File: config.mk
export PLATFORM = sky130hd
export DESIGN_NAME = reset_sequencer
export DESIGN_NICKNAME = d
export VERILOG_FILES = /design/src/reset_sequencer.sv
export SDC_FILE = /design/constraint.sdc
export NUM_CORES = 1
export LEC_CHECK = 0
export BUFFER_PORTS_ARGS = -buffer_cell sky130_fd_sc_hd__buf_2
export CAP_MARGIN = 10
export CORE_MARGIN = 3
export CORE_UTILIZATION = 45
export CTS_BUF_LIST = sky130_fd_sc_hd__clkbuf_8 sky130_fd_sc_hd__clkbuf_16
export CTS_CLUSTER_DIAMETER = 40
export CTS_CLUSTER_SIZE = 25
export DETAILED_ROUTE_END_ITERATION = 12
export GPL_TIMING_DRIVEN = 0
export PLACE_DENSITY = 0.59
export SYNTH_ARGS = -nofsm -noshare
export SYNTH_HDL_FRONTEND = slang
export SYNTH_SLANG_ARGS = --single-unit
File: constraint.sdc
create_clock -name clk48mhz_i -period 2.18 [get_ports clk48mhz_i]
set_input_delay 0.218 -clock clk48mhz_i [delete_from_list [all_inputs] [get_ports clk48mhz_i]]
set_output_delay 0.218 -clock clk48mhz_i [all_outputs]
set_load 0.01 [all_outputs]
File: src/reset_sequencer.sv
//////////////////////////////////////////////////////////////////////
// Reset sequencer
// Power-on countdown, warm-reset restart and power-off hold that
// together form the system reset
//////////////////////////////////////////////////////////////////////

module reset_sequencer #(
	parameter int RST_CYCLES = 65535
) (
	input  logic clk48mhz_i,
	input  logic rst_p,
	input  logic warm_rst_i,
	input  logic pwroff_i,
	output logic sys_rst_o
);

	localparam int CNT_BITS = $clog2(RST_CYCLES + 2);

	// Reload one above RST_CYCLES so the release lands exactly
	// RST_CYCLES edges after the first edge with no reload
	localparam logic [CNT_BITS-1:0] CNT_LOAD = CNT_BITS'(RST_CYCLES + 1);

	logic [CNT_BITS-1:0] cnt_q;
	logic                pwroff_q;

	always_ff @(posedge clk48mhz_i) begin
		if (rst_p || warm_rst_i) begin
			cnt_q <= CNT_LOAD;
		end else if (cnt_q != '0) begin
			cnt_q <= cnt_q - 1'b1;
		end
	end

	// Power-off stays latched until the external reset
	always_ff @(posedge clk48mhz_i) begin
		if (rst_p) begin
			pwroff_q <= 1'b0;
		end else if (pwroff_i) begin
			pwroff_q <= 1'b1;
		end
	end

	assign sys_rst_o = rst_p || (cnt_q != '0) || pwroff_q;

endmodule

# After elaboration in Yosys (flattened, before gate mapping)
# Index checks and enable logic that the tools add are counted.
[word_totals]
out_inout_bits = 1
elab_cells = 7
in_bits = 4
regBits = 18
[classes]
addsub = 1
reduce_logical = 4
[ops]
columns = ["cell", "count"]
rows = [
  ["$reduce_bool A17 Y1", 1],
  ["$sub A17 B1 Y17 const B", 1],
  ["$logic_or A1 B1 Y1", 3],
]

# Depth between registers and ports, before layout
[depth]
word_depth = 3
ltp_mapped = 7

# Worst setup path before layout
# OpenSTA, ideal clock, no wires.
[synth_timing]
path_type = "register -> output"
from = "register cnt_q[2]"
to = "output sys_rst_o"
t_arrival_ns = 1.830
setup_slack_ns = 0.132
path_stages_with_launch = 5
required_ns = 1.962
cell_sequence = "dfxtp_1 or4_4 nor4_1 nand2_1 or3_1"
[synth_between]
elab_chain_cells = 3
[synth_lines]
columns = ["item", "line", "source"]
rows = [
  ["start: declaration", "23", "logic [CNT_BITS-1:0] cnt_q;"],
  ["start signal: assignment", "30", "cnt_q <= cnt_q - 1'b1;"],
  ["$reduce_bool A17 Y1", "43", "assign sys_rst_o = rst_p || (cnt_q != '0) || pwroff_q;"],
  ["$logic_or A1 B1 Y1 (2 in series)", "43", ""],
  ["end: declaration", "14", "output logic sys_rst_o"],
]
# Every way passes these cells.

# Worst setup path in the final report
[layout_timing]
from = "register cnt_q[2]"
to = "register cnt_q[12]"
[layout_between]
elab_chain_cells = 1
word_cells_on_any_way = 2
[layout_lines]
columns = ["item", "line"]
rows = [
  ["$sub A17 B1 Y17 / $reduce_bool A17 Y1 (equally long branches)", "30, 29"],
]
# Parallel ways exist; a longest one is shown, timed or not.
# A chain may end at the register's enable or synchronous reset.

==> summary.txt <==
Synthesis
  • Yosys top cell by area: dfxtp_1
  • Synth warn: 0
  • Top-area cell type share of the netlist area: 39.56%
  • Dominant cells by area after synthesis: dfxtp_1 40%, or3_1 6.2%, nand2_1 4.9%, nor4_1 4.1%, or4_1 4.1%
  • Yosys reg bits: 18
  • Post-synthesis cell count: 111
  • Synth unique cells: 30
  • Post-Synthesis Cell Area: 910.9 um2
  • Mapped Avg Cell Area: 8.206 um2
  • Register area share after synthesis: 39.56%
  • Syn nets: 116

Worst setup path
  • Worst r2r path cells: 6
  • WP data arrival: 2420 ps
  • Reg2Reg Setup Slack: -50 ps
  • R2R Path End: cnt_q[12]
  • WP data required: 2370 ps
  • Buf/Inv on CP: 2
  • Critical-path top delay cell: or4_4
  • Setup crit start kind: flop
  • Critical path endpoint category: flop
  • CP Depth: 6
  • Top delay family on crit path: simple AND/OR/NAND/NOR gates
  • FF-to-FF Start: cnt_q[2]
  • Crit-path max cell delay: 550 ps
  • Worst-path cell chain: or4_4, buf_4, or4_1, buf_6, or3_1, a21oi_2
  • CP Class: flop to flop
  • Crit Path Max Fanout: 7

Final layout
  • Post-layout util: 61.58%
  • Most common cell after layout, fill and taps aside: dfxtp_1
  • Final Non-Filler Cells: 149
  • Most frequent cells in the layout: 17 x dfxtp_1, 12 x nand2_1, 9 x or3_1
  • Antenna diodes: 0
  • Fin nets: 130
  • Post-route cell area: 1121 um2
  • Area Overhead vs Synth: 23.08%
  • Layout cell share with drive strength beyond 1: 20.97%

Floorplan
  • Die H: 50.99 um
  • Core ar.: 1821 um2
  • Die area: 2600 um2
  • Initial Util: 50.03%
  • I/O pin count: 5
  • Row count: 15
  • Die W: 50.99 um

Place
  • Port Buffer Count: 4
  • Placed cells: 140
  • Final HPWL DP: 1452 um
  • Area after DPL: 962.2 um2
  • GPL Wtd Cong: 0.8325

Run status
  • Failing checks: negative setup slack
  • Status: finished with violations

STA
  • Layout Skew: 1.507 ps
  • Final setup TNS: -94.83 ps
  • Hold WS: 172.6 ps
  • Final min period: 2230 ps
  • Max-slew headroom: 64.02%
  • RSZ-0062 raised after global routing: true
  • Period utilization: 102.3%
  • Worst-margin pin slew: 539.7 ps
  • Final setup vio count: 2
  • Final WS setup: -50.03 ps
  • Pins Over Slew Limit: 0
  • Max Clk Rate: 448.4 MHz
  • Hold Fails Final Rpt: 0

Detailed routing
  • WL met1: 1063 um
  • First DRT Iteration DRCs: 14
  • Top sig layer: met4
  • Met2 wire length: 962 um
  • Vias/cell: 5.846
  • Met3 WL: 109 um
  • Final wirelength: 2162 um
  • Vias: 871
  • TritonRoute pass-1 iters: 4
  • Drt drc: 0
  • Avg WL per Cell: 14.51 um
  • Routed Antenna Nets: 0

Job
  • Max-cap violations: 0

Power and ir drop
  • VDD IR max: 784.7 uV
  • Power per cell area: 981.4 nW/um2
  • Leak: 0.0004206 uW

GRT
  • Global-route wire length before repair: 3670 um
  • Initial antenna violation count: 0
  • Vias in the first global route: 819
  • GRT Overall Usage: 19.04%
  • Largest net degree at the start of global routing: 11
  • Total grt overflow: 0

CTS
  • Clock tree buffer depth: 2
  • Clk slew on worst S/H paths: 70 ps
  • Hold Buf Count CTS: 0
  • H-tree Lvls: 1
  • CTS Buf Count: 3
  • Clock sink count: 18
  • CTS tree: yes
  • CTS root buffer: clkbuf_8
  • Clock Latency Late Sink: 260 ps

Min path
  • Worst hold path class: input port to flop
  • End of the worst hold path: pwroff_q
  • Hold depth: 3
  • Hold Crit Start: pwroff_i
worst max path at each step:
stage,end,start,slack (ps)
after floorplan,sys_rst_o,cnt_q[2],130
after global placement,sys_rst_o,cnt_q[2],-320
after detailed placement,sys_rst_o,cnt_q[2],-320
after CTS,sys_rst_o,cnt_q[2],-60
after global routing,sys_rst_o,cnt_q[2],-140
final,cnt_q[12],cnt_q[2],-50
final cells by class:
class,instances,area (um2)
fill,174,699.4
clock buffer,4,55.05
timing repair buffer,9,57.56
tap,25,31.28
multi-input combinational,85,575.6
buffer,3,18.77
inverter,5,18.77
sequential,18,364.1
metrics by stage:
stage | worst slack (ps) | power, uW
global route | -135.9 | 1170
floorplan | 131.5 | 657.4
CTS | -64.73 | 1063
finish | -50.03 | 1100
global placement | -320.1 | 722.2
detailed placement | -318.0 | 725.8
cells in the mapped netlist (all sizes together):
library cell,n
nor2,7
a21o,1
a21oi,7
ha,1
o21ai,4
nor4,6
or4,6
and3,1
dfxtp,18
nand3,4
a211o,1
nor3,5
o2111ai,1
inv,5
clkbuf,3
o311ai,2
or2,2
o31ai,2
nand2,12
a211oi,2
o211ai,1
and4,1
or3,9
o41ai,2
o21bai,2
mux2i,3
nand2b,3
layer usage:
layer  vias to the layer above  GRT usage [%]
met2                        21          28.76
met1                       397          24.55
met5                         -              0
met3                         4          5.539
met4                         0          9.417
li1                        449              -
timing repair:
item                       CTS  global route
hold endpoints to repair     0             0
setup endpoints to repair    1             5
setup buffers                3             2
gates resized for setup      8             7
pin swaps                    3             1
cell families (layout without fill, tap and decap cells):
logic type               Yosys count  in the layout  share of synthesized area [%]
AND/OR/NAND/NOR                   56             56                          33.52
flip-flops                        18             18                          39.56
adder cells (fa/ha/maj)            1              1                          1.373
AO/OA/AOI/OAI                     25             25                          18.82
multiplexers                       3              3                          3.297
buffers and inverters              8             21                          3.434
registers in the layout, indices dropped and copies added, names as in the netlist:
signal    flops
cnt_q        17
pwroff_q      1
where the power goes:
part	total [uW]	switching, uW	internal [uW]	leakage, uW
sequential	427	54.4	372	0.000148
combinational	397	210	187	0.000244
clock	277	116	161	0.0000288
total	1100	380	720	0.000421
worst min-delay path: cells and delay by family:
kind                   cells  cell delay (ps)
buffers and inverters      1               70
and+or+nand+nor            2              100
Power figures use the tool's default switching activity.
