<file path="src/soc_pkg.sv">
//////////////////////////////////////////////////////////////////////
// SoC bus package
// Bus widths, slave order, device ids, map sizes and the register
// layout of the device table shared by the system-bus core
//////////////////////////////////////////////////////////////////////

package soc_pkg;

	// Bus geometry, addresses are word addresses
	localparam int ARCH_BITS = 32;
	localparam int SEL_BITS  = ARCH_BITS / 8;
	localparam int ADDR_BITS = 30;

	// Slave order on the bus and in the device table
	typedef enum logic [1:0] {
		SLV_RAM,
		SLV_DEVTBL,
		SLV_INVALID
	} slave_idx_e;

	// Device ids reported by the device table
	localparam logic [ARCH_BITS-1:0] DEVID_RAM     = 32'd1;
	localparam logic [ARCH_BITS-1:0] DEVID_DEVTBL  = 32'd7;
	localparam logic [ARCH_BITS-1:0] DEVID_INVALID = 32'd0;
	localparam logic [ARCH_BITS-1:0] SOC_ID        = 32'd6;

	// Map sizes in bytes
	localparam logic [ARCH_BITS-1:0] DEVTBL_MAPSZ  = 32'h0000_1000;
	localparam logic [ARCH_BITS-1:0] INVALID_MAPSZ = 32'h0000_1000;

	// Word offsets inside the device table
	// Entry k holds its id at ENTRY0 + 2k and its map size right after
	localparam logic [ADDR_BITS-1:0] DEVTBL_REG_SOCID  = 30'd0;
	localparam logic [ADDR_BITS-1:0] DEVTBL_REG_RSTCTL = 30'd1;
	localparam logic [ADDR_BITS-1:0] DEVTBL_REG_ENTRY0 = 30'd2;

	// Reset-control register bits, both set means warm reset
	localparam int RSTCTL_WARM   = 1;
	localparam int RSTCTL_PWROFF = 0;

endpackage

</file>
<file path="src/soc_bus_if.sv">
//////////////////////////////////////////////////////////////////////
// Wishbone classic link between the address decoder and one slave
//////////////////////////////////////////////////////////////////////

interface soc_bus_if
	import soc_pkg::*;
	();

	logic                 cyc;
	logic                 stb;
	logic                 we;
	logic [ADDR_BITS-1:0] adr;
	logic [ARCH_BITS-1:0] dat_w;
	logic [SEL_BITS-1:0]  sel;
	logic [ARCH_BITS-1:0] dat_r;
	logic                 ack;

	// Decoder side
	modport master (
		output cyc, stb, we, adr, dat_w, sel,
		input  dat_r, ack
	);

	// Slave side, adr is already local to the slave window
	modport slave (
		input  cyc, stb, we, adr, dat_w, sel,
		output dat_r, ack
	);

endinterface

</file>
<file path="src/device_table.sv">
//////////////////////////////////////////////////////////////////////
// Device table slave
// Read-only SoC id and per-slave id and map size, plus the software
// reset-control register that requests warm reset or power-off
//////////////////////////////////////////////////////////////////////

module device_table
	import soc_pkg::*;
#(
	parameter int RAM_WORDS = 1024
) (
	input  logic     clk48mhz_i,
	input  logic     sys_rst_i,
	soc_bus_if.slave bus,
	output logic     warm_rst_o,
	output logic     pwroff_o
);

	localparam int                   ENTRY_CNT = int'(SLV_INVALID) + 1;
	localparam logic [ADDR_BITS-1:0] ENTRY_END = ADDR_BITS'(2 * ENTRY_CNT);
	localparam logic [ARCH_BITS-1:0] RAM_MAPSZ = ARCH_BITS'(RAM_WORDS * 4);

	logic                 req;
	logic [ADDR_BITS-1:0] ent_off;
	slave_idx_e           ent;
	logic [ARCH_BITS-1:0] rd_word;
	logic [ARCH_BITS-1:0] rd_q;
	logic                 ack_q;
	logic                 rst_wr_q;
	logic [1:0]           rstctl_q;
	logic                 warm_q;
	logic                 pwroff_q;

	assign req = bus.cyc && bus.stb && !ack_q;

	// Even offset from ENTRY0 is the id, odd is the map size
	assign ent_off = bus.adr - DEVTBL_REG_ENTRY0;
	assign ent     = slave_idx_e'(ent_off[2:1]);

	always_comb begin
		rd_word = '0;
		if (bus.adr == DEVTBL_REG_SOCID) begin
			rd_word = SOC_ID;
		end else if (bus.adr == DEVTBL_REG_RSTCTL) begin
			rd_word = ARCH_BITS'(rstctl_q);
		end else if (ent_off < ENTRY_END) begin
			case (ent)
				SLV_RAM:     rd_word = ent_off[0] ? RAM_MAPSZ : DEVID_RAM;
				SLV_DEVTBL:  rd_word = ent_off[0] ? DEVTBL_MAPSZ : DEVID_DEVTBL;
				SLV_INVALID: rd_word = ent_off[0] ? INVALID_MAPSZ : DEVID_INVALID;
				default:     rd_word = '0;
			endcase
		end
	end

	always_ff @(posedge clk48mhz_i) begin
		if (req) begin
			rd_q <= rd_word;
		end
	end

	always_ff @(posedge clk48mhz_i) begin
		if (sys_rst_i) begin
			ack_q    <= 1'b0;
			rst_wr_q <= 1'b0;
			rstctl_q <= '0;
			warm_q   <= 1'b0;
			pwroff_q <= 1'b0;
		end else begin
			ack_q    <= req;
			rst_wr_q <= req && bus.we && (bus.adr == DEVTBL_REG_RSTCTL) && bus.sel[0];
			if (req && bus.we && (bus.adr == DEVTBL_REG_RSTCTL) && bus.sel[0]) begin
				rstctl_q <= bus.dat_w[1:0];
			end
			// Requests fire in the cycle after the write is acked
			warm_q   <= ack_q && rst_wr_q && rstctl_q[RSTCTL_WARM];
			pwroff_q <= ack_q && rst_wr_q && rstctl_q[RSTCTL_PWROFF] &&
				!rstctl_q[RSTCTL_WARM];
		end
	end

	assign bus.dat_r  = rd_q;
	assign bus.ack    = ack_q;
	assign warm_rst_o = warm_q;
	assign pwroff_o   = pwroff_q;

endmodule

</file>
<file path="src/flat_wrapper.sv">
// flat-port wrapper written by rule: the top's interface ports become plain ports
module device_table_flat import soc_pkg::*;
#(
	parameter int RAM_WORDS = 1024
)
  (clk48mhz_i, sys_rst_i, warm_rst_o, pwroff_o, bus_cyc, bus_stb, bus_we, bus_adr, bus_dat_w, bus_sel, bus_dat_r, bus_ack);
  soc_bus_if bus_i ();
  input  logic clk48mhz_i;
  input  logic sys_rst_i;
  output logic warm_rst_o;
  output logic pwroff_o;
  input wire logic [$bits(bus_i.cyc)-1:0] bus_cyc;
  input wire logic [$bits(bus_i.stb)-1:0] bus_stb;
  input wire logic [$bits(bus_i.we)-1:0] bus_we;
  input wire logic [$bits(bus_i.adr)-1:0] bus_adr;
  input wire logic [$bits(bus_i.dat_w)-1:0] bus_dat_w;
  input wire logic [$bits(bus_i.sel)-1:0] bus_sel;
  output wire logic [$bits(bus_i.dat_r)-1:0] bus_dat_r;
  output wire logic [$bits(bus_i.ack)-1:0] bus_ack;
  assign bus_i.cyc = bus_cyc;
  assign bus_i.stb = bus_stb;
  assign bus_i.we = bus_we;
  assign bus_i.adr = bus_adr;
  assign bus_i.dat_w = bus_dat_w;
  assign bus_i.sel = bus_sel;
  assign bus_dat_r = bus_i.dat_r;
  assign bus_ack = bus_i.ack;
  device_table #(.RAM_WORDS(RAM_WORDS)) u_core (.clk48mhz_i(clk48mhz_i), .sys_rst_i(sys_rst_i), .bus(bus_i), .warm_rst_o(warm_rst_o), .pwroff_o(pwroff_o));
endmodule
</file>
<file path="config.mk">
export PLATFORM = sky130hd
export DESIGN_NAME = device_table_flat
export DESIGN_NICKNAME = d
export VERILOG_FILES = /design/src/soc_pkg.sv /design/src/soc_bus_if.sv /design/src/device_table.sv /design/src/flat_wrapper.sv
export SDC_FILE = /design/constraint.sdc
export NUM_CORES = 1
export LEC_CHECK = 0
export BUFFER_PORTS_ARGS = -buffer_cell sky130_fd_sc_hd__buf_4
export CORE_ASPECT_RATIO = 0.75
export CORE_MARGIN = 2
export CORE_UTILIZATION = 25
export CTS_BUF_LIST = sky130_fd_sc_hd__clkbuf_4
export DETAILED_ROUTE_END_ITERATION = 10
export GPL_TIMING_DRIVEN = 0
export PLACE_DENSITY = 0.61
export SYNTH_ARGS = -nofsm -noshare
export SYNTH_HDL_FRONTEND = slang
export SYNTH_SLANG_ARGS = --single-unit
</file>
<file path="constraint.sdc">
create_clock -name clk48mhz_i -period 3.9 [get_ports clk48mhz_i]
set_input_delay 0.78 -clock clk48mhz_i [delete_from_list [all_inputs] [get_ports clk48mhz_i]]
set_output_delay 0.78 -clock clk48mhz_i [all_outputs]
set_load 0.02 [all_outputs]
</file>
# Word level (Yosys, flattened, before mapping)
# Index checks and enable logic that the tools add are counted.
classes:
  add_sub_neg: 1
  n_lt_le_gt_ge: 1
  eq_ne: 3
  mux: 6
  bitwise_logic: 1
  reduce_logical: 14
op_table:
  columns: ["cell", "count"]
  rows:
  - ["$mux W13", 3]
  - ["$pmux W13 S3", 1]
  - ["$eq A30 B1 Y1 const B", 1]
  - ["$logic_not A30 Y1", 1]
  - ["$lt A30 B3 Y1 const B", 1]
  - ["$sub A30 B2 Y30 const B", 1]
  - ["$logic_and A1 B1 Y1", 9]
  - ["$mux W3", 2]
  - ["$reduce_or A3 Y1", 1]
  - ["$eq A2 B1 Y1 const B", 1]
  - ["$eq A2 B2 Y1 const B", 1]
  - ["$logic_not A1 Y1", 2]
  - ["$logic_not A2 Y1", 1]
  - ["$not A1 Y1", 1]
word_totals:
  reg_bits: 38
  output_inout_bits: 35
  elab_cells: 33

# Depth between registers and ports, before layout
depth:
  ltp_word: 5
  ltp_mapped: 9

# Worst setup path before layout
# OpenSTA, ideal clock, no wires.
synth_path:
  path_kind: "input-to-reg"
  startpoint: "input bus_adr[1]"
  endpoint: "register u_core.rd_q[0], in the netlist u_core.bus.dat_r[0] (data pin)"
  setup_ns: 0.180
  arrival_time_ns: 2.657
  slack_ns: 1.063
  path_stages: 9
  n_path_buf: 0
  cell_sequence: "inv_1 > ha_1 > nor4b_2 > nand4_2 > o31ai_1 > o221ai_1 > a211oi_1 > nand2_1 > o41ai_2"
synth_between:
  elab_chain_len: 5
  word_cells_on_any_way: 10
  classes_between: "add/sub (1); order compare (1); eq/ne (3); mux (3); reduce/logical (2)"
synth_lines:
  columns: ["element", "line", "source"]
  rows:
  - ["start: declaration", "flat_wrapper.sv:15", "input wire logic [$bits(bus_i.adr)-1:0] bus_adr;"]
  - ["parallel branches: the longest is 5 deep, another holds $sub A30 B2 Y30", null, null]
  - ["end signal: assignment", "device_table.sv:58", "rd_q <= rd_word;"]
  - ["end: declaration", "device_table.sv:27", "logic [ARCH_BITS-1:0] rd_q;"]
# Parallel ways; which one is timed is not known.
# A chain may end at the register's enable or synchronous reset.

# Worst setup path after layout
# Ends and elaborated chain as after synthesis.

==> results.json <==
{
  "cts-root-buf": "clkbuf_4",
  "avgSynthCellArea_um2": 8.21,
  "final_util": 0.379,
  "grt_use_total": 0.112,
  "grt_pass1_vias": 1093,
  "startpoint_type": "input port",
  "hold_viol": 0,
  "globalplace.congestion": 0.820,
  "area_delta_synth_final_pct": 46.4,
  "cpMaxStageDelayCell": "nor4b_2",
  "diodes": 0,
  "start_util": 0.259,
  "netlist_area_um2": 1150,
  "hold_buffers": 0,
  "ir_drop_uv": 75.5,
  "r2r_cells": 4,
  "htree_levels": 1,
  "worstMarginPinSlew_ps": 604,
  "synthDistinctLibCells": 41,
  "synthCells": 140,
  "gr-total-overflow": 0,
  "grt_max_degree": 10,
  "clk_pin_slew_worst_paths_ps": 60,
  "leakage_nw": 0.754,
  "dieHeight_um": 62.7,
  "worst_path_largest_cell_delay_ps": 460,
  "total_power_mw": 0.313,
  "grt_pass1_wl_um": 4730,
  "synth_seq_cells": 10,
  "relSlewSlack": 0.594,
  "crit_buf_inv": 2,
  "die_area_um2": 5160,
  "synth-edff-count": 4,
  "crit_family": "compound AO/OA/AOI/OAI gates",
  "status": "finished, final reports clean",
  "portBuffers": 44,
  "fin_nets": 292,
  "setup_viol": 0,
  "worstHoldStart": "u_core.rst_wr_q",
  "post-dp-hpwl_um": 2500,
  "wire_per_inst_um": 10.8,
  "ys_seq_area_frac": 0.209,
  "first_iter_violations": 46,
  "fillers": 469,
  "worstHoldEndpoint": "u_core.warm_rst_o",
  "crit_chain": "buf_4, inv_1, ha_1, nor4b_2, nand4_2, o31ai_1, o221ai_1, a211oi_1, nand2_1, o41ai_2",
  "yosys_warnings": 0,
  "min_path_type": "flop to flop",
  "finalWirelength_um": 2930,
  "slew_viol_final": 0,
  "drive_above_1_share": 0.400,
  "via_per_inst": 4.35,
  "rows": 21,
  "pin_count": 106,
  "timing.fmax_mhz": 313,
  "clock_skew_ps": 1.41,
  "die_x_um": 82.3,
  "antenna_found_initial": 0,
  "timing.rr.end": "u_core.rstctl_q[1]",
  "clockBufferDepth": 2,
  "crit_type": "input port to flop",
  "cp-end-kind": "flop",
  "synthFlopType": "dfxtp_1",
  "fin_tns_setup_ps": 0,
  "clkLatencyLatePin_ps": 260,
  "cts_tree": "built",
  "fin_crit_ps": 3190,
  "cts_resized": 0,
  "cts.sinks": 10,
  "post-route-period-util": 0.819,
  "drc": 0,
  "cts_buffers": 3,
  "crit_fanout": 7,
  "crit_required_ps": 3970,
  "min_path_cells": 2,
  "rsz0062_at_grt": "no",
  "synth_top_area_share": 0.183,
  "r2r_setup_slack_ps": 2570,
  "yosys.area.top_type": "buf_4",
  "crit_arrival_ps": 3270,
  "firstDrtPassIters": 4,
  "drtAntennaViolNets": 0,
  "drv_cap": 0,
  "r2r-start": "u_core.bus.ack",
  "core_area_um2": 4440,
  "post-cts-setup-buffer-count": 0,
  "vias": 1183,
  "async_reset_ff_frac": 0,
  "p_per_area_nw_per_um2": 186,
  "yosys-top-cells-area": "buf_4 18%, dfxtp_1 10%, edfxtp_1 10%"
}
## placed cells by master (no fill, tap or decap), types with 2 or more instances in the layout
cell and count:
dfxtp_1 6, nor3_1 7, mux2i_1 2, conb_1 28, nand2_1 9, nand4_1 5, nor3b_1 2, inv_1 4
a21oi_1 2, or3_1 2, o41ai_2 2, nor4_1 6, nand3_1 7, buf_4 72, nor2_1 14, nor4b_1 2
o21ai_0 4, edfxtp_1 4, ha_1 5, nand3b_1 2, a211oi_1 2, clkbuf_4 4, nor4_4 2, o31ai_1 4
## per-layer routing
layer | track usage | share of wire | up-vias
li1 | - | - | 622
met1 | 0.166 | 0.49 | 525
met2 | 0.169 | 0.44 | 36
met3 | 0.0231 | 0.076 | 0
met4 | 0.0188 | 0 | 0
met5 | 0 | 0 | -
## logic make-up after synthesis
kind of cell,after synthesis,synth area share
adders and majority gates,5,0.0544
muxes,2,0.0174
and+or+nand+nor,66,0.354
AOI/OAI and AO/OA,22,0.151
xor gates and xnor gates,2,0.0152
buffers and inverters,32,0.196
DFF,10,0.209
other,1,0.00326
## report_power, final
| group | switching (mW) | internal (mW) | total (mW) |
|---|---|---|---|
| sequential | 0.000947 | 0.111 | 0.112 |
| combinational | 0.0659 | 0.0569 | 0.123 |
| clock | 0.0323 | 0.0464 | 0.0786 |
## worst reg2reg max path, cell delays in order, from the launching register on
cell	delay, ps
dfxtp_1	340
nor2_1	380
nand4_1	250
mux2i_1	200
nor2_1	50
## layout make-up
type | instances | area [um^2] | share of cell area
tap | 57 | 71.3 | 0.0424
inverter | 4 | 15.0 | 0.00892
buffer | 28 | 210 | 0.125
multi-input combinational | 125 | 786 | 0.467
sequential | 10 | 240 | 0.143
timing repair buffer | 44 | 330 | 0.196
clock buffer | 4 | 30.0 | 0.0178
## worst max path at each step
| stage | endpoint | cells after the start | startpoint |
|---|---|---|---|
| after detailed placement | u_core.bus.dat_r[0] | 10 | bus_adr[2] |
| after floorplan | u_core.bus.dat_r[0] | 9 | bus_adr[1] |
| after global routing | u_core.bus.dat_r[0] | 10 | bus_adr[1] |
| final | u_core.bus.dat_r[0] | 10 | bus_adr[1] |
| after CTS | u_core.bus.dat_r[0] | 10 | bus_adr[2] |
| after global placement | u_core.bus.dat_r[0] | 10 | bus_adr[1] |
## metrics by stage
| stage | hold WS, ps | std cells | setup WS (ps) | area [um^2] |
|---|---|---|---|---|
| 2_1_floorplan | 429 | 167 | 1060 | 1250 |
| 3_3_place_gp | 448 | 268 | 472 | 1650 |
| 3_5_place_dp | 455 | 268 | 456 | 1650 |
| 4_1_cts | 460 | 272 | 726 | 1680 |
| 5_1_grt | 486 | 272 | 560 | 1680 |
| 6_report | 458 | 272 | 706 | 1680 |
## cell usage after synthesis, drive strengths merged, types with 3 or more instances
| library cell | number |
|---|---|
| o31ai | 4 |
| nor3 | 8 |
| ha | 5 |
| edfxtp | 4 |
| nor2 | 14 |
| nand4 | 6 |
| buf | 28 |
| nor4 | 9 |
| inv | 4 |
| o21ai | 4 |
| dfxtp | 6 |
| nand2 | 9 |
| nor4b | 3 |
| nand3 | 8 |
## flip-flops by register name (all words and copies together), names as in the netlist
register,count
u_core.pwroff_o,1
u_core.rst_wr_q,1
u_core.bus.dat_r,4
u_core.bus.ack,1
u_core.warm_rst_o,1
u_core.rstctl_q,2
(Power assumes the default switching activity.)
