==> config.mk <==
export PLATFORM = sky130hd
export DESIGN_NAME = bus_decoder_flat
export DESIGN_NICKNAME = d
export VERILOG_FILES = /design/src/soc_pkg.sv /design/src/soc_bus_if.sv /design/src/bus_decoder.sv /design/src/flat_wrapper.sv
export SDC_FILE = /design/constraint.sdc
export NUM_CORES = 1
export LEC_CHECK = 0
export ABC_CLOCK_PERIOD_IN_PS = 3320
export BUFFER_PORTS_ARGS = -buffer_cell sky130_fd_sc_hd__buf_2
export CORE_AREA = 3 3 118 120
export CTS_CLUSTER_DIAMETER = 30
export DETAILED_ROUTE_END_ITERATION = 6
export DIE_AREA = 0 0 121 123
export HOLD_SLACK_MARGIN = 0.08
export PLACE_DENSITY = 0.45
export SLEW_MARGIN = 20
export SYNTH_ARGS = -nofsm -noshare
export SYNTH_HDL_FRONTEND = slang
export SYNTH_SLANG_ARGS = --single-unit
==> constraint.sdc <==
create_clock -name clk48mhz_i -period 3.32 [get_ports clk48mhz_i]
set_input_delay 0.332 -clock clk48mhz_i [delete_from_list [all_inputs] [get_ports clk48mhz_i]]
set_output_delay 0.332 -clock clk48mhz_i [all_outputs]
set_load 0.1 [all_outputs]
==> src/soc_pkg.sv <==
//////////////////////////////////////////////////////////////////////
// SoC bus package
// Bus widths, slave order, device ids, map sizes and the register
// layout of the device table shared by the system-bus core
//////////////////////////////////////////////////////////////////////

package soc_pkg;

	// Bus geometry, addresses are word addresses
	localparam int ARCH_BITS = 32;
	localparam int SEL_BITS  = ARCH_BITS / 8;
	localparam int ADDR_BITS = 30;

	// Slave order on the bus and in the device table
	typedef enum logic [1:0] {
		SLV_RAM,
		SLV_DEVTBL,
		SLV_INVALID
	} slave_idx_e;

	// Device ids reported by the device table
	localparam logic [ARCH_BITS-1:0] DEVID_RAM     = 32'd1;
	localparam logic [ARCH_BITS-1:0] DEVID_DEVTBL  = 32'd7;
	localparam logic [ARCH_BITS-1:0] DEVID_INVALID = 32'd0;
	localparam logic [ARCH_BITS-1:0] SOC_ID        = 32'd6;

	// Map sizes in bytes
	localparam logic [ARCH_BITS-1:0] DEVTBL_MAPSZ  = 32'h0000_1000;
	localparam logic [ARCH_BITS-1:0] INVALID_MAPSZ = 32'h0000_1000;

	// Word offsets inside the device table
	// Entry k holds its id at ENTRY0 + 2k and its map size right after
	localparam logic [ADDR_BITS-1:0] DEVTBL_REG_SOCID  = 30'd0;
	localparam logic [ADDR_BITS-1:0] DEVTBL_REG_RSTCTL = 30'd1;
	localparam logic [ADDR_BITS-1:0] DEVTBL_REG_ENTRY0 = 30'd2;

	// Reset-control register bits, both set means warm reset
	localparam int RSTCTL_WARM   = 1;
	localparam int RSTCTL_PWROFF = 0;

endpackage

==> src/soc_bus_if.sv <==
//////////////////////////////////////////////////////////////////////
// Wishbone classic link between the address decoder and one slave
//////////////////////////////////////////////////////////////////////

interface soc_bus_if
	import soc_pkg::*;
	();

	logic                 cyc;
	logic                 stb;
	logic                 we;
	logic [ADDR_BITS-1:0] adr;
	logic [ARCH_BITS-1:0] dat_w;
	logic [SEL_BITS-1:0]  sel;
	logic [ARCH_BITS-1:0] dat_r;
	logic                 ack;

	// Decoder side
	modport master (
		output cyc, stb, we, adr, dat_w, sel,
		input  dat_r, ack
	);

	// Slave side, adr is already local to the slave window
	modport slave (
		input  cyc, stb, we, adr, dat_w, sel,
		output dat_r, ack
	);

endinterface

==> src/bus_decoder.sv <==
//////////////////////////////////////////////////////////////////////
// System-bus address decoder
// Routes the host Wishbone port to the RAM or the device table and
// answers every unmapped access itself as the default slave
//////////////////////////////////////////////////////////////////////

module bus_decoder
	import soc_pkg::*;
#(
	parameter int RAM_WORDS = 1024
) (
	input  logic                 clk48mhz_i,
	input  logic                 sys_rst_i,

	input  logic                 wb_cyc_i,
	input  logic                 wb_stb_i,
	input  logic                 wb_we_i,
	input  logic [ADDR_BITS-1:0] wb_adr_i,
	input  logic [ARCH_BITS-1:0] wb_dat_i,
	input  logic [SEL_BITS-1:0]  wb_sel_i,
	output logic [ARCH_BITS-1:0] wb_dat_o,
	output logic                 wb_ack_o,

	soc_bus_if.master            ram_bus,
	soc_bus_if.master            devtbl_bus
);

	// Window limits in words, RAM first and the device table right after
	localparam logic [ADDR_BITS-1:0] RAM_TOP    = ADDR_BITS'(RAM_WORDS);
	localparam logic [ADDR_BITS-1:0] DEVTBL_TOP = ADDR_BITS'(RAM_WORDS + (DEVTBL_MAPSZ >> 2));

	slave_idx_e slv;
	logic       dflt_req;
	logic       dflt_ack_q;

	always_comb begin
		if (wb_adr_i < RAM_TOP) begin
			slv = SLV_RAM;
		end else if (wb_adr_i < DEVTBL_TOP) begin
			slv = SLV_DEVTBL;
		end else begin
			slv = SLV_INVALID;
		end
	end

	// RAM request, its window starts at word 0
	assign ram_bus.cyc   = wb_cyc_i && (slv == SLV_RAM);
	assign ram_bus.stb   = wb_stb_i && (slv == SLV_RAM) && !sys_rst_i;
	assign ram_bus.we    = wb_we_i;
	assign ram_bus.adr   = wb_adr_i;
	assign ram_bus.dat_w = wb_dat_i;
	assign ram_bus.sel   = wb_sel_i;

	// Device table sees offsets relative to its own base
	assign devtbl_bus.cyc   = wb_cyc_i && (slv == SLV_DEVTBL);
	assign devtbl_bus.stb   = wb_stb_i && (slv == SLV_DEVTBL) && !sys_rst_i;
	assign devtbl_bus.we    = wb_we_i;
	assign devtbl_bus.adr   = wb_adr_i - RAM_TOP;
	assign devtbl_bus.dat_w = wb_dat_i;
	assign devtbl_bus.sel   = wb_sel_i;

	// Default slave, one cycle ack and writes dropped
	assign dflt_req = wb_cyc_i && wb_stb_i && (slv == SLV_INVALID) && !sys_rst_i;

	always_ff @(posedge clk48mhz_i) begin
		if (sys_rst_i) begin
			dflt_ack_q <= 1'b0;
		end else begin
			dflt_ack_q <= dflt_req && !dflt_ack_q;
		end
	end

	// Response mux follows the address the master still holds
	always_comb begin
		case (slv)
			SLV_RAM: begin
				wb_dat_o = ram_bus.dat_r;
				wb_ack_o = ram_bus.ack;
			end
			SLV_DEVTBL: begin
				wb_dat_o = devtbl_bus.dat_r;
				wb_ack_o = devtbl_bus.ack;
			end
			default: begin
				wb_dat_o = '0;
				wb_ack_o = dflt_ack_q;
			end
		endcase
	end

endmodule

==> src/flat_wrapper.sv <==
// flat-port wrapper written by rule: the top's interface ports become plain ports
module bus_decoder_flat import soc_pkg::*;
#(
	parameter int RAM_WORDS = 1024
)
  (clk48mhz_i, sys_rst_i, wb_cyc_i, wb_stb_i, wb_we_i, wb_adr_i, wb_dat_i, wb_sel_i, wb_dat_o, wb_ack_o, ram_bus_cyc, ram_bus_stb, ram_bus_we, ram_bus_adr, ram_bus_dat_w, ram_bus_sel, ram_bus_dat_r, ram_bus_ack, devtbl_bus_cyc, devtbl_bus_stb, devtbl_bus_we, devtbl_bus_adr, devtbl_bus_dat_w, devtbl_bus_sel, devtbl_bus_dat_r, devtbl_bus_ack);
  soc_bus_if ram_bus_i ();
  soc_bus_if devtbl_bus_i ();
  input  logic clk48mhz_i;
  input  logic sys_rst_i;
  input  logic wb_cyc_i;
  input  logic wb_stb_i;
  input  logic wb_we_i;
  input  logic [ADDR_BITS-1:0] wb_adr_i;
  input  logic [ARCH_BITS-1:0] wb_dat_i;
  input  logic [SEL_BITS-1:0] wb_sel_i;
  output logic [ARCH_BITS-1:0] wb_dat_o;
  output logic wb_ack_o;
  output wire logic [$bits(ram_bus_i.cyc)-1:0] ram_bus_cyc;
  output wire logic [$bits(ram_bus_i.stb)-1:0] ram_bus_stb;
  output wire logic [$bits(ram_bus_i.we)-1:0] ram_bus_we;
  output wire logic [$bits(ram_bus_i.adr)-1:0] ram_bus_adr;
  output wire logic [$bits(ram_bus_i.dat_w)-1:0] ram_bus_dat_w;
  output wire logic [$bits(ram_bus_i.sel)-1:0] ram_bus_sel;
  input wire logic [$bits(ram_bus_i.dat_r)-1:0] ram_bus_dat_r;
  input wire logic [$bits(ram_bus_i.ack)-1:0] ram_bus_ack;
  output wire logic [$bits(devtbl_bus_i.cyc)-1:0] devtbl_bus_cyc;
  output wire logic [$bits(devtbl_bus_i.stb)-1:0] devtbl_bus_stb;
  output wire logic [$bits(devtbl_bus_i.we)-1:0] devtbl_bus_we;
  output wire logic [$bits(devtbl_bus_i.adr)-1:0] devtbl_bus_adr;
  output wire logic [$bits(devtbl_bus_i.dat_w)-1:0] devtbl_bus_dat_w;
  output wire logic [$bits(devtbl_bus_i.sel)-1:0] devtbl_bus_sel;
  input wire logic [$bits(devtbl_bus_i.dat_r)-1:0] devtbl_bus_dat_r;
  input wire logic [$bits(devtbl_bus_i.ack)-1:0] devtbl_bus_ack;
  assign ram_bus_cyc = ram_bus_i.cyc;
  assign ram_bus_stb = ram_bus_i.stb;
  assign ram_bus_we = ram_bus_i.we;
  assign ram_bus_adr = ram_bus_i.adr;
  assign ram_bus_dat_w = ram_bus_i.dat_w;
  assign ram_bus_sel = ram_bus_i.sel;
  assign ram_bus_i.dat_r = ram_bus_dat_r;
  assign ram_bus_i.ack = ram_bus_ack;
  assign devtbl_bus_cyc = devtbl_bus_i.cyc;
  assign devtbl_bus_stb = devtbl_bus_i.stb;
  assign devtbl_bus_we = devtbl_bus_i.we;
  assign devtbl_bus_adr = devtbl_bus_i.adr;
  assign devtbl_bus_dat_w = devtbl_bus_i.dat_w;
  assign devtbl_bus_sel = devtbl_bus_i.sel;
  assign devtbl_bus_i.dat_r = devtbl_bus_dat_r;
  assign devtbl_bus_i.ack = devtbl_bus_ack;
  bus_decoder #(.RAM_WORDS(RAM_WORDS)) u_core (.clk48mhz_i(clk48mhz_i), .sys_rst_i(sys_rst_i), .wb_cyc_i(wb_cyc_i), .wb_stb_i(wb_stb_i), .wb_we_i(wb_we_i), .wb_adr_i(wb_adr_i), .wb_dat_i(wb_dat_i), .wb_sel_i(wb_sel_i), .wb_dat_o(wb_dat_o), .wb_ack_o(wb_ack_o), .ram_bus(ram_bus_i), .devtbl_bus(devtbl_bus_i));
endmodule
# Word level (Yosys, flattened, before mapping)
# Index checks and enable logic that the tools add are counted.
# totals
register_bits	1
elab_cells	23
in_bits	137
# classes
n_eq_ne	2
n_mux	4
reduce_logical	13
addsub	1
magnitude_cmp	2
# ops
operator	count
one-hot mux 32 bit (2 select lines)	1
< comparator 30 x 11 -> 1 bit, second input constant	1
< comparator 30 x 12 -> 1 bit, second input constant	1
subtractor 30 x 11 -> 30 bit, second input constant	1
logical AND 1 bit	10
two-way mux 2 bit	2
== test 2 x 1 -> 1 bit, second input constant	1
== test 2 bit, second input constant	1
logical NOT 1 bit	2
logical NOT 2 bit	1
one-hot mux 1 bit (2 select lines)	1

# Logic depth before layout (Yosys ltp)
# Gate-level depths: netlist of the first run.
# depth
depth_word	7
mapped_depth	8
depth_no_buf	6

# Worst setup path before layout of the first run
# Ideal clock, no wire load.
# synth_path
path_kind	input port to output port
from	in wb_adr_i[21]
to	out ram_bus_stb
arrival_time_ns	4.031
required_ns	2.988
path_stages	5
n_path_buf	1
setup_slack_ns	-1.043
cell_sequence	or4_4 > or4_4 > or4_4 > buf_6 > nor3_1
# synth_via
elab_chain_cells	6
word_cells_on_any_way	7
# synth_lines
element	line	text
start: declaration	flat_wrapper.sv:14	input logic [ADDR_BITS-1:0] wb_adr_i;
< comparator 30 x 12 -> 1 bit	bus_decoder.sv:39	end else if (wb_adr_i < DEVTBL_TOP) begin
two-way mux 2 bit	bus_decoder.sv:39	
two-way mux 2 bit (*)	bus_decoder.sv:37	if (wb_adr_i < RAM_TOP) begin
logical NOT 2 bit (*)	bus_decoder.sv:48	assign ram_bus.stb = wb_stb_i && (slv == SLV_RAM) && !sys_rst_i;
logical AND 1 bit (*) (2 in a row)	bus_decoder.sv:48	
end: declaration	flat_wrapper.sv:20	output wire logic [$bits(ram_bus_i.stb)-1:0] ram_bus_stb;
# Mark *: on every way between the ends. The rest lies on a longest branch, timed or not.

# Worst setup path in the final report of the first run
# layout_path
from	in wb_adr_i[21]
to	out wb_ack_o
# layout_via
elab_chain_cells	5
word_cells_on_any_way	7
# layout_lines
element	line	text
< comparator 30 x 12 -> 1 bit	bus_decoder.sv:39	
two-way mux 2 bit	bus_decoder.sv:39	
two-way mux 2 bit (*)	bus_decoder.sv:37	
== test 2 x 1 -> 1 bit / logical NOT 2 bit (equally long branches)	bus_decoder.sv:75	case (slv)
one-hot mux 1 bit (2 select lines) (*)	bus_decoder.sv:75	
end: declaration	flat_wrapper.sv:18	output logic wb_ack_o;
# Marked as above.

==> results of run 1 <==
==> cells by family after synthesis <==
kind of cell,after synthesis
adders and majority gates,1
buffers and inverters,129
DFF,1
xor gates and xnor gates,18
and+or+nand+nor,70
AOI/OAI and AO/OA,37
==> metrics by stage <==
step	TNS (ns)	cells	area [sq um]
floorplan	-0.720	256	2050
global placement	0	479	2790
detailed placement	0	479	2790
CTS	0	479	2790
global route	0	479	2790
finish	0	479	2790
==> final cells by class <==
class	instances	area, sq um	share of cell area, %
Sequential cell	1	20.0	0.718
Multi-Input combinational cell	126	1090	39.0
Timing Repair Buffer	172	1440	51.7
Inverter	4	18.8	0.673
Tap cell	176	220	7.90
==> path summary, 6_finish.rpt <==
path,from,endpoint,cells after the start
setup / recovery,wb_adr_i[21],wb_ack_o,7
hold reg to reg,u_core.dflt_ack_q$_SDFF_PP0_,u_core.dflt_ack_q$_SDFF_PP0_,1
hold / removal,u_core.dflt_ack_q$_SDFF_PP0_,u_core.dflt_ack_q$_SDFF_PP0_,1
setup reg to reg,u_core.dflt_ack_q$_SDFF_PP0_,u_core.dflt_ack_q$_SDFF_PP0_,1
==> synthesized netlist by cell type, drive strengths merged <==
| cell type | number | area (sq um) |
|---|---|---|
| buf | 115 | 867 |
| nor2 | 38 | 143 |
| a22oi | 33 | 248 |
| xor2 | 12 | 105 |
| clkbuf | 10 | 67.6 |
| nor3 | 9 | 45.0 |
| nor4 | 6 | 52.6 |
| xnor2 | 6 | 52.6 |
| nand2 | 5 | 18.8 |
| inv | 4 | 15.0 |
| or3 | 4 | 26.3 |
| or4 | 3 | 33.8 |
| nand3 | 2 | 10.0 |
| a2111oi | 1 | 8.76 |
| and3 | 1 | 6.26 |
| dfxtp | 1 | 20.0 |
| ha | 1 | 12.5 |
| nand2b | 1 | 6.26 |
| nor3b | 1 | 7.51 |
| o211ai | 1 | 7.51 |
| o21bai | 1 | 7.51 |
| o31a | 1 | 10.0 |
==> power breakdown <==
group / leakage (nW) / internal, W / switching [W]
sequential: 0.00820 / 0.0000128 / 0.000000387
clock: 0 / 0 / 0
combinational: 1.08 / 0.0000811 / 0.000288
total: 1.09 / 0.0000939 / 0.000288
==> routing by layer <==
| layer | up-vias | wire length [um] |
|---|---|---|
| met5 | - | 42 |
| met4 | 6 | 248 |
| met3 | 36 | 804 |
| met2 | 109 | 3700 |
| met1 | 795 | 2350 |
| li1 | 854 | - |
==> impl_metrics.env, run 1 <==
export IMPL_synth_compound_area_share_pct=15.9
export IMPL_cp_start_kind="input port"
export IMPL_first_pass_iters=4
export IMPL_dieHeight_um=123
export IMPL_cp_cell_sequence="buf_2 > or4_4 > or4_4 > or4_4 > buf_4 > o21bai_2 > buf_12"
export IMPL_gr_usage_met3_pct=2.70
export IMPL_port_buffers=166
export IMPL_place_congestion=0.750
export IMPL_fin_ws_ns=0.279
export IMPL_setup_violations=0
export IMPL_synthAdderAreaFrac_pct=0.707
export IMPL_p_total_w=0.000382
export IMPL_synthCells=256
export IMPL_synth_cell_type_count=26
export IMPL_drive_gt1_share_pct=72.9
export IMPL_antenna_found_initial=3
export IMPL_powerDensity_mw_per_mm2=137
export IMPL_vias_per_cell=3.76
export IMPL_ys_seq_elements=1
export IMPL_grt_util_met1_pct=9.11
export IMPL_synth_top_family_by_area="buffers and inverters"
export IMPL_cp_required_ns=2.99
export IMPL_critical_path_class="input port to output port"
export IMPL_yosys_warnings=0
export IMPL_max_stage_delay_ns=0.56
export IMPL_insertion_delay_ns=0
export IMPL_dpl_hpwl_um=6300
export IMPL_mostFrequentLayoutCells="buf_2, buf_12, a22oi_1, nor2_4"
export IMPL_reg2reg_setup_slack_ns=2.60
export IMPL_wl_per_cell_um=14.9
export IMPL_avgSynthCellArea_sq_um=6.92
export IMPL_drt_initial_drc_count=53
export IMPL_final_nets=443
export IMPL_drt_antenna_violating_nets=0
export IMPL_cts_resized=0
export IMPL_place_ws_ns=0.261
export IMPL_grt_overflow=0
export IMPL_rows=42
export IMPL_slew_violations=0
export IMPL_fmax_mhz=329
export IMPL_coreArea_sq_mm=0.0131
export IMPL_top_regs="u_core.dflt_ack_q: 1 flops"
export IMPL_ctsHoldBuffers=0
export IMPL_grt_pass1_wl_um=10200
export IMPL_synthSimpleGateAreaFrac_pct=19.7
export IMPL_rsz0062_at_grt="false"
export IMPL_largest_reg_flops=1
export IMPL_drv_cap=0
export IMPL_layout_commonest_cell="buf_2"
export IMPL_vias=1800
export IMPL_critPathTopFamily="simple AND/OR/NAND/NOR gates"
export IMPL_busiest_layer="met2"
export IMPL_tightest_slew_ns=0.616
export IMPL_antenna_cells=0
export IMPL_syn2layout_area_growth_pct=57.5
export IMPL_crit_buf_inv=3
export IMPL_peakVddDrop_mv=0.124
export IMPL_holdCritPathClass="register to register"
export IMPL_grt_pass1_vias=1798
export IMPL_finClkSkew_ns=0
export IMPL_pin_count=308
export IMPL_regMostFlops="u_core.dflt_ack_q"
export IMPL_nFillCells=1444
export IMPL_cts_setup_buffers=0
export IMPL_grt_util_met2_pct=16.1
export IMPL_synth_xor_area_share_pct=8.90
export IMPL_die_x_um=121
export IMPL_arrival_ns=2.71
export IMPL_slowest_stage="or4_4"
export IMPL_dieArea_sq_mm=0.0149
export IMPL_ys_seq_area_share_pct=1.13
export IMPL_max_slew_margin_pct=58.6
export IMPL_final_util_pct=21.3
export IMPL_period_needed_ns=3.04
export IMPL_hold_viol=0
export IMPL_grt_util_all_layers_pct=8.61
export IMPL_netlist_area_sq_mm=0.00177
export IMPL_routed_wl_um=7140
export IMPL_fin_crit_sh_pct=91.6
export IMPL_syn_nets=394
export IMPL_clk_pin_slew_ns=0
export IMPL_worstPathMaxFanout=11
export IMPL_p_leak_nw=1.09
export IMPL_synthMuxAreaShare_pct=0
export IMPL_grt_max_degree=31
export IMPL_initial_core_util_pct=13.5
export IMPL_cpMostUsedCell="or4_4"
export IMPL_remaining_drc_errors=0
export IMPL_end_kind="output port"
export IMPL_holdWs_ns=0.471
export IMPL_status="complete, no violations"
Power figures use the tool's default switching activity.
==> inputs of run 2 (changes only) <==
ABC_AREA = 1   (was default)
CORE_AREA = 3 3 120 122   (was 3 3 118 120)
DIE_AREA = 0 0 123 125   (was 0 0 121 123)
PLACE_DENSITY = 0.47   (was 0.45)
REMOVE_ABC_BUFFERS = 1   (was default)
==> impl_metrics.env, run 2 <==
export IMPL_worstPathMaxFanout=37
export IMPL_insertion_delay_ns=0
export IMPL_multiInputGateArea_sq_mm=0.00108
export IMPL_rsz0062_at_grt="false"
export IMPL_place_ws_ns=0.585
export IMPL_coreArea_sq_mm=0.0133
export IMPL_ys_seq_area_share_pct=0.925
export IMPL_drt_initial_drc_count=66
export IMPL_ctsHoldBuffers=0
export IMPL_setup_violations=0
export IMPL_arrival_ns=2.33
export IMPL_status="complete, no violations"
export IMPL_synth_top_area_cell="buf_4"
export IMPL_dieArea_sq_mm=0.0154
export IMPL_grt_max_degree=38
export IMPL_end_kind="output port"
export IMPL_cts_resized=0
export IMPL_fmax_mhz=376
export IMPL_rows=42
export IMPL_placed_cells=554
export IMPL_die_x_um=123
export IMPL_holdCritPathClass="register to register"
export IMPL_clk_pin_slew_ns=0
export IMPL_regMostFlops="u_core.dflt_ack_q"
export IMPL_sw_frac_of_total_pct=76.7
export IMPL_antenna_found_initial=1
export IMPL_synth_top_cell_area_share_pct=40.6
export IMPL_dpl_hpwl_um=12600
export IMPL_hold_viol=0
export IMPL_fin_ws_ns=0.660
export IMPL_grt_pass1_wl_um=17300
export IMPL_ff_latch_area_sq_um=20.0
export IMPL_finClkSkew_ns=0
export IMPL_nFillCells=1528
export IMPL_peakVddDrop_mv=0.129
export IMPL_cts_setup_buffers=0
export IMPL_synth_cell_type_count=23
export IMPL_synthCells=332
export IMPL_vias_per_cell=3.83
export IMPL_synth_area_leaders="buf_4, nand2_1, nand3_2"
export IMPL_tightest_slew_ns=0.566
export IMPL_clkPwrFrac_pct=0
export IMPL_grt_overflow=0
export IMPL_netlist_area_sq_mm=0.00216
export IMPL_port_buffers=166
export IMPL_ys_top_cells_by_count="buf_4, nand2_1, nand3_2, nor2_1, inv_1"
export IMPL_cp_start_kind="input port"
export IMPL_dieHeight_um=125
export IMPL_grt_pass1_vias=2002
export IMPL_largest_reg_flops=1
export IMPL_layout_commonest_cell="buf_2"
export IMPL_top_regs="u_core.dflt_ack_q: 1 flops"
export IMPL_pin_count=308
export IMPL_p_total_w=0.000356
export IMPL_routed_wl_um=13600
export IMPL_p_sw_w=0.000273
export IMPL_vias=2123
export IMPL_first_pass_iters=4
export IMPL_drv_cap=0
export IMPL_mostFrequentLayoutCells="buf_2, nand2_1, buf_12, nand3_2, nor2_1"
export IMPL_synthFlopType="dfxtp_1"
export IMPL_yosys_warnings=0
export IMPL_finalNonFillerCells=555
export IMPL_async_flop_share_pct=0
export IMPL_cpMostUsedCell="buf_2"
export IMPL_remaining_drc_errors=0
export IMPL_slew_violations=0
export IMPL_ys_seq_elements=1
export IMPL_initial_core_util_pct=16.3
export IMPL_wl_per_cell_um=24.5
export IMPL_drt_antenna_violating_nets=0
export IMPL_fin_crit_sh_pct=80.1
export IMPL_place_congestion=0.837
export IMPL_max_slew_margin_pct=62.3
export IMPL_synth_edff_count=0
export IMPL_p_seq_share_pct=3.7
export IMPL_finalSetupTns_ns=0
export IMPL_p_int_w=0.0000830
export IMPL_powerDensity_mw_per_mm2=129
export IMPL_max_stage_delay_ns=0.46
export IMPL_period_needed_ns=2.66
export IMPL_syn2layout_area_growth_pct=27.2
export IMPL_cp_cell_sequence="buf_2 > inv_1 > ha_1 > nand2_4 > nor2_4 > nand3b_4 > buf_4 > nand2_1 > nor2_1 > buf_2"
export IMPL_slowest_stage="buf_4"
export IMPL_cp_required_ns=2.99
export IMPL_final_nets=518
export IMPL_critical_path_class="input port to output port"
export IMPL_drive_gt1_share_pct=56.9
export IMPL_p_leak_nw=1.45
export IMPL_avgSynthCellArea_sq_um=6.52
export IMPL_grt_util_all_layers_pct=16.1
export IMPL_yosysMostFrequentCell="buf_4"
export IMPL_share_comb_of_total_power_pct=96.3
run 2: cell count changes after synthesis, sizes merged, moves of 7 or more:
cell    before  now
a22oi       33    0
inv          4   19
nand3        2   43
clkbuf      10    0
buf        115  124
nand2        5   92
nor2        38   31
run 2: final timing paths:
| check | cells after the start | to | slack, ns | start |
|---|---|---|---|---|
| setup / recovery | 10 | devtbl_bus_stb | 0.66 | wb_adr_i[10] |
| hold / removal | 3 | u_core.dflt_ack_q$_SDFF_PP0_ | 0.53 | u_core.dflt_ack_q$_SDFF_PP0_ |
| setup reg to reg | 3 | u_core.dflt_ack_q$_SDFF_PP0_ | 2.61 | u_core.dflt_ack_q$_SDFF_PP0_ |
| hold reg to reg | 3 | u_core.dflt_ack_q$_SDFF_PP0_ | 0.53 | u_core.dflt_ack_q$_SDFF_PP0_ |
run 2: per-layer routing:
metal  vias up  wire length [um]  track usage, %
met5         -                66            5.26
met4         2                17           0.195
met3         4              3210            16.5
met2       204              6280            27.0
met1       905              4020            14.3
li1       1008                 -               -
run 2: cell type report:
cell class | count | area share, %
multi-input combinational | 188 | 39.3
inverter | 19 | 2.59
antenna | 1 | 0.0909
timing repair buffer | 170 | 49.3
sequential | 1 | 0.727
tap | 176 | 8.00
run 2: stage by stage:
stage               instance area [sq um]  hold slack [ns]  util [%]
floorplan                            1170            0.484         -
global placement                     2750            0.545      20.7
detailed placement                   2750            0.542      20.7
CTS                                  2750            0.542      20.7
global route                         2750            0.574      20.7
finish                               2750            0.534      20.7
run 2: kinds of logic (layout without fill, tap and decap cells):
kind of cell	Yosys count	after routing	share of synthesized area, %
AOI/OAI and AO/OA	1	1	0.231
adders and majority gates	1	1	0.578
xor gates and xnor gates	15	15	6.07
DFF	1	1	0.925
and+or+nand+nor	171	171	43.1
buffers and inverters	143	189	49.1
other	0	1	0
run 2: power groups by stage:
stage | clock (W) | sequential [W] | combinational [W]
floorplan | 0 | 0.0000129 | 0.000147
global placement | 0 | 0.0000132 | 0.000344
detailed placement | 0 | 0.0000131 | 0.000344
CTS | 0 | 0.0000131 | 0.000345
global route | 0.0000000000403 | 0.0000132 | 0.000358
finish | 0.0000000000403 | 0.0000131 | 0.000343
run 2: worst max-delay path: cells and delay by family:
family | cells | cell delay (ns)
simple gates | 5 | 0.59
buf+inv | 4 | 1.09
fa+ha+maj | 1 | 0.29
==> inputs of run 3 (changes only) <==
ABC_CLOCK_PERIOD_IN_PS = 2500   (was 3320)
clock period = 2.5 ns   (was 3.32 ns; I/O delays follow)
==> impl_metrics.env, run 3 (synthesized netlist as in run 2, its figures left out) <==
export IMPL_tightest_slew_ns=0.508
export IMPL_setup_violations=0
export IMPL_drt_initial_drc_count=59
export IMPL_powerDensity_mw_per_mm2=169
export IMPL_p_leak_nw=1.47
export IMPL_routed_wl_um=13500
export IMPL_dieHeight_um=125
export IMPL_share_comb_of_total_power_pct=96.4
export IMPL_max_slew_margin_pct=66.4
export IMPL_cts_resized=0
export IMPL_grt_overflow=0
export IMPL_coreArea_sq_mm=0.0133
export IMPL_cp_required_ns=2.25
export IMPL_fin_ws_ns=0.406
export IMPL_regMostFlops="u_core.dflt_ack_q"
export IMPL_cp_start_kind="input port"
export IMPL_remaining_drc_errors=0
export IMPL_worstPathMaxFanout=4
export IMPL_nFillCells=1488
export IMPL_largest_reg_flops=1
export IMPL_rsz0062_at_grt="false"
export IMPL_period_needed_ns=2.09
export IMPL_vias_per_cell=3.71
export IMPL_peakVddDrop_mv=0.157
export IMPL_rows=42
export IMPL_pin_count=308
export IMPL_p_total_w=0.000477
export IMPL_grt_pass1_wl_um=16800
export IMPL_critical_path_class="input port to output port"
export IMPL_finClkSkew_ns=0
export IMPL_dpl_instance_area_sq_mm=0.00282
export IMPL_layout_commonest_cell="buf_2"
export IMPL_holdCritPathClass="input port to output port"
export IMPL_p_int_w=0.000114
export IMPL_antenna_found_initial=2
export IMPL_final_util_pct=21.2
export IMPL_p_seq_share_pct=3.6
export IMPL_grt_pass1_vias=1987
export IMPL_grt_max_degree=35
export IMPL_vias=2066
export IMPL_drt_antenna_violating_nets=0
export IMPL_place_ws_ns=0.399
export IMPL_insertion_delay_ns=0
export IMPL_fin_crit_sh_pct=83.8
export IMPL_first_pass_iters=4
export IMPL_wl_per_cell_um=24.3
export IMPL_cts_setup_buffers=0
export IMPL_drive_gt1_share_pct=57.1
export IMPL_syn2layout_area_growth_pct=30.5
export IMPL_clkPwrFrac_pct=0
export IMPL_sw_frac_of_total_pct=76.2
export IMPL_final_nets=520
export IMPL_dpl_hpwl_um=12700
export IMPL_status="complete, no violations"
export IMPL_drv_cap=0
export IMPL_arrival_ns=1.84
export IMPL_mostFrequentLayoutCells="buf_2, nand2_1, buf_12, nand3_2, nor2_1"
export IMPL_grt_util_all_layers_pct=15.8
export IMPL_placed_cells=556
export IMPL_top_regs="u_core.dflt_ack_q: 1 flops"
export IMPL_ctsHoldBuffers=0
export IMPL_slew_violations=0
export IMPL_hold_viol=0
export IMPL_place_congestion=0.865
export IMPL_fmax_mhz=477
export IMPL_end_kind="output port"
export IMPL_finalNonFillerCells=557
export IMPL_port_buffers=166
export IMPL_p_sw_w=0.000364
export IMPL_die_x_um=123
export IMPL_reg2reg_setup_slack_ns=1.81
export IMPL_dieArea_sq_mm=0.0154
export IMPL_design_area_sq_mm=0.00283
export IMPL_initial_core_util_pct=16.3
[run 3: per-layer routing]
layer | track usage (%) | share of wire, % | vias up
met4 | 0 | 0.059 | 4
met5 | 5.26 | 0.59 | -
met1 | 13.0 | 29 | 855
met2 | 27.2 | 47 | 198
li1 | - | - | 1003
met3 | 16.9 | 24 | 6
[run 3: final cells by class]
| type | instances | area (sq um) | share of cell area, % |
|---|---|---|---|
| Sequential cell | 1 | 20.0 | 0.709 |
| Tap cell | 176 | 220 | 7.79 |
| Timing Repair Buffer | 172 | 1430 | 50.6 |
| Inverter | 19 | 71.3 | 2.52 |
| Multi-Input combinational cell | 188 | 1080 | 38.3 |
| Antenna cell | 1 | 2.50 | 0.0886 |
[run 3: metrics by stage]
stage               TNS, ns  hold slack, ns
floorplan            -43.06           0.417
global placement          0           0.502
detailed placement        0           0.502
CTS                       0           0.502
global route              0           0.501
finish                    0           0.501
[run 3: final timing paths]
| kind | from | to | depth (start not counted) |
|---|---|---|---|
| worst max-delay path | wb_adr_i[12] | devtbl_bus_adr[25] | 8 |
| worst min register to register | u_core.dflt_ack_q$_SDFF_PP0_ | u_core.dflt_ack_q$_SDFF_PP0_ | 3 |
| worst max register to register | u_core.dflt_ack_q$_SDFF_PP0_ | u_core.dflt_ack_q$_SDFF_PP0_ | 3 |
| worst min-delay path | wb_dat_i[28] | ram_bus_dat_w[28] | 0 |
[run 3: power groups by stage]
| stage | Combinational (W) | Sequential, W | Clock [W] |
|---|---|---|---|
| floorplan | 0.000195 | 0.0000172 | 0 |
| global placement | 0.000462 | 0.0000172 | 0 |
| detailed placement | 0.000462 | 0.0000173 | 0 |
| CTS | 0.000462 | 0.0000173 | 0 |
| global route | 0.000480 | 0.0000173 | 0.0000000000536 |
| finish | 0.000460 | 0.0000172 | 0.0000000000535 |
[run 3: critical path, cell delays in order]
cell     delay, ns
buf_2         0.13
nor2_1        0.16
nand2_1       0.10
nor2_1        0.23
nand2_1       0.17
nor2_1        0.21
xor2_1        0.15
buf_2         0.44
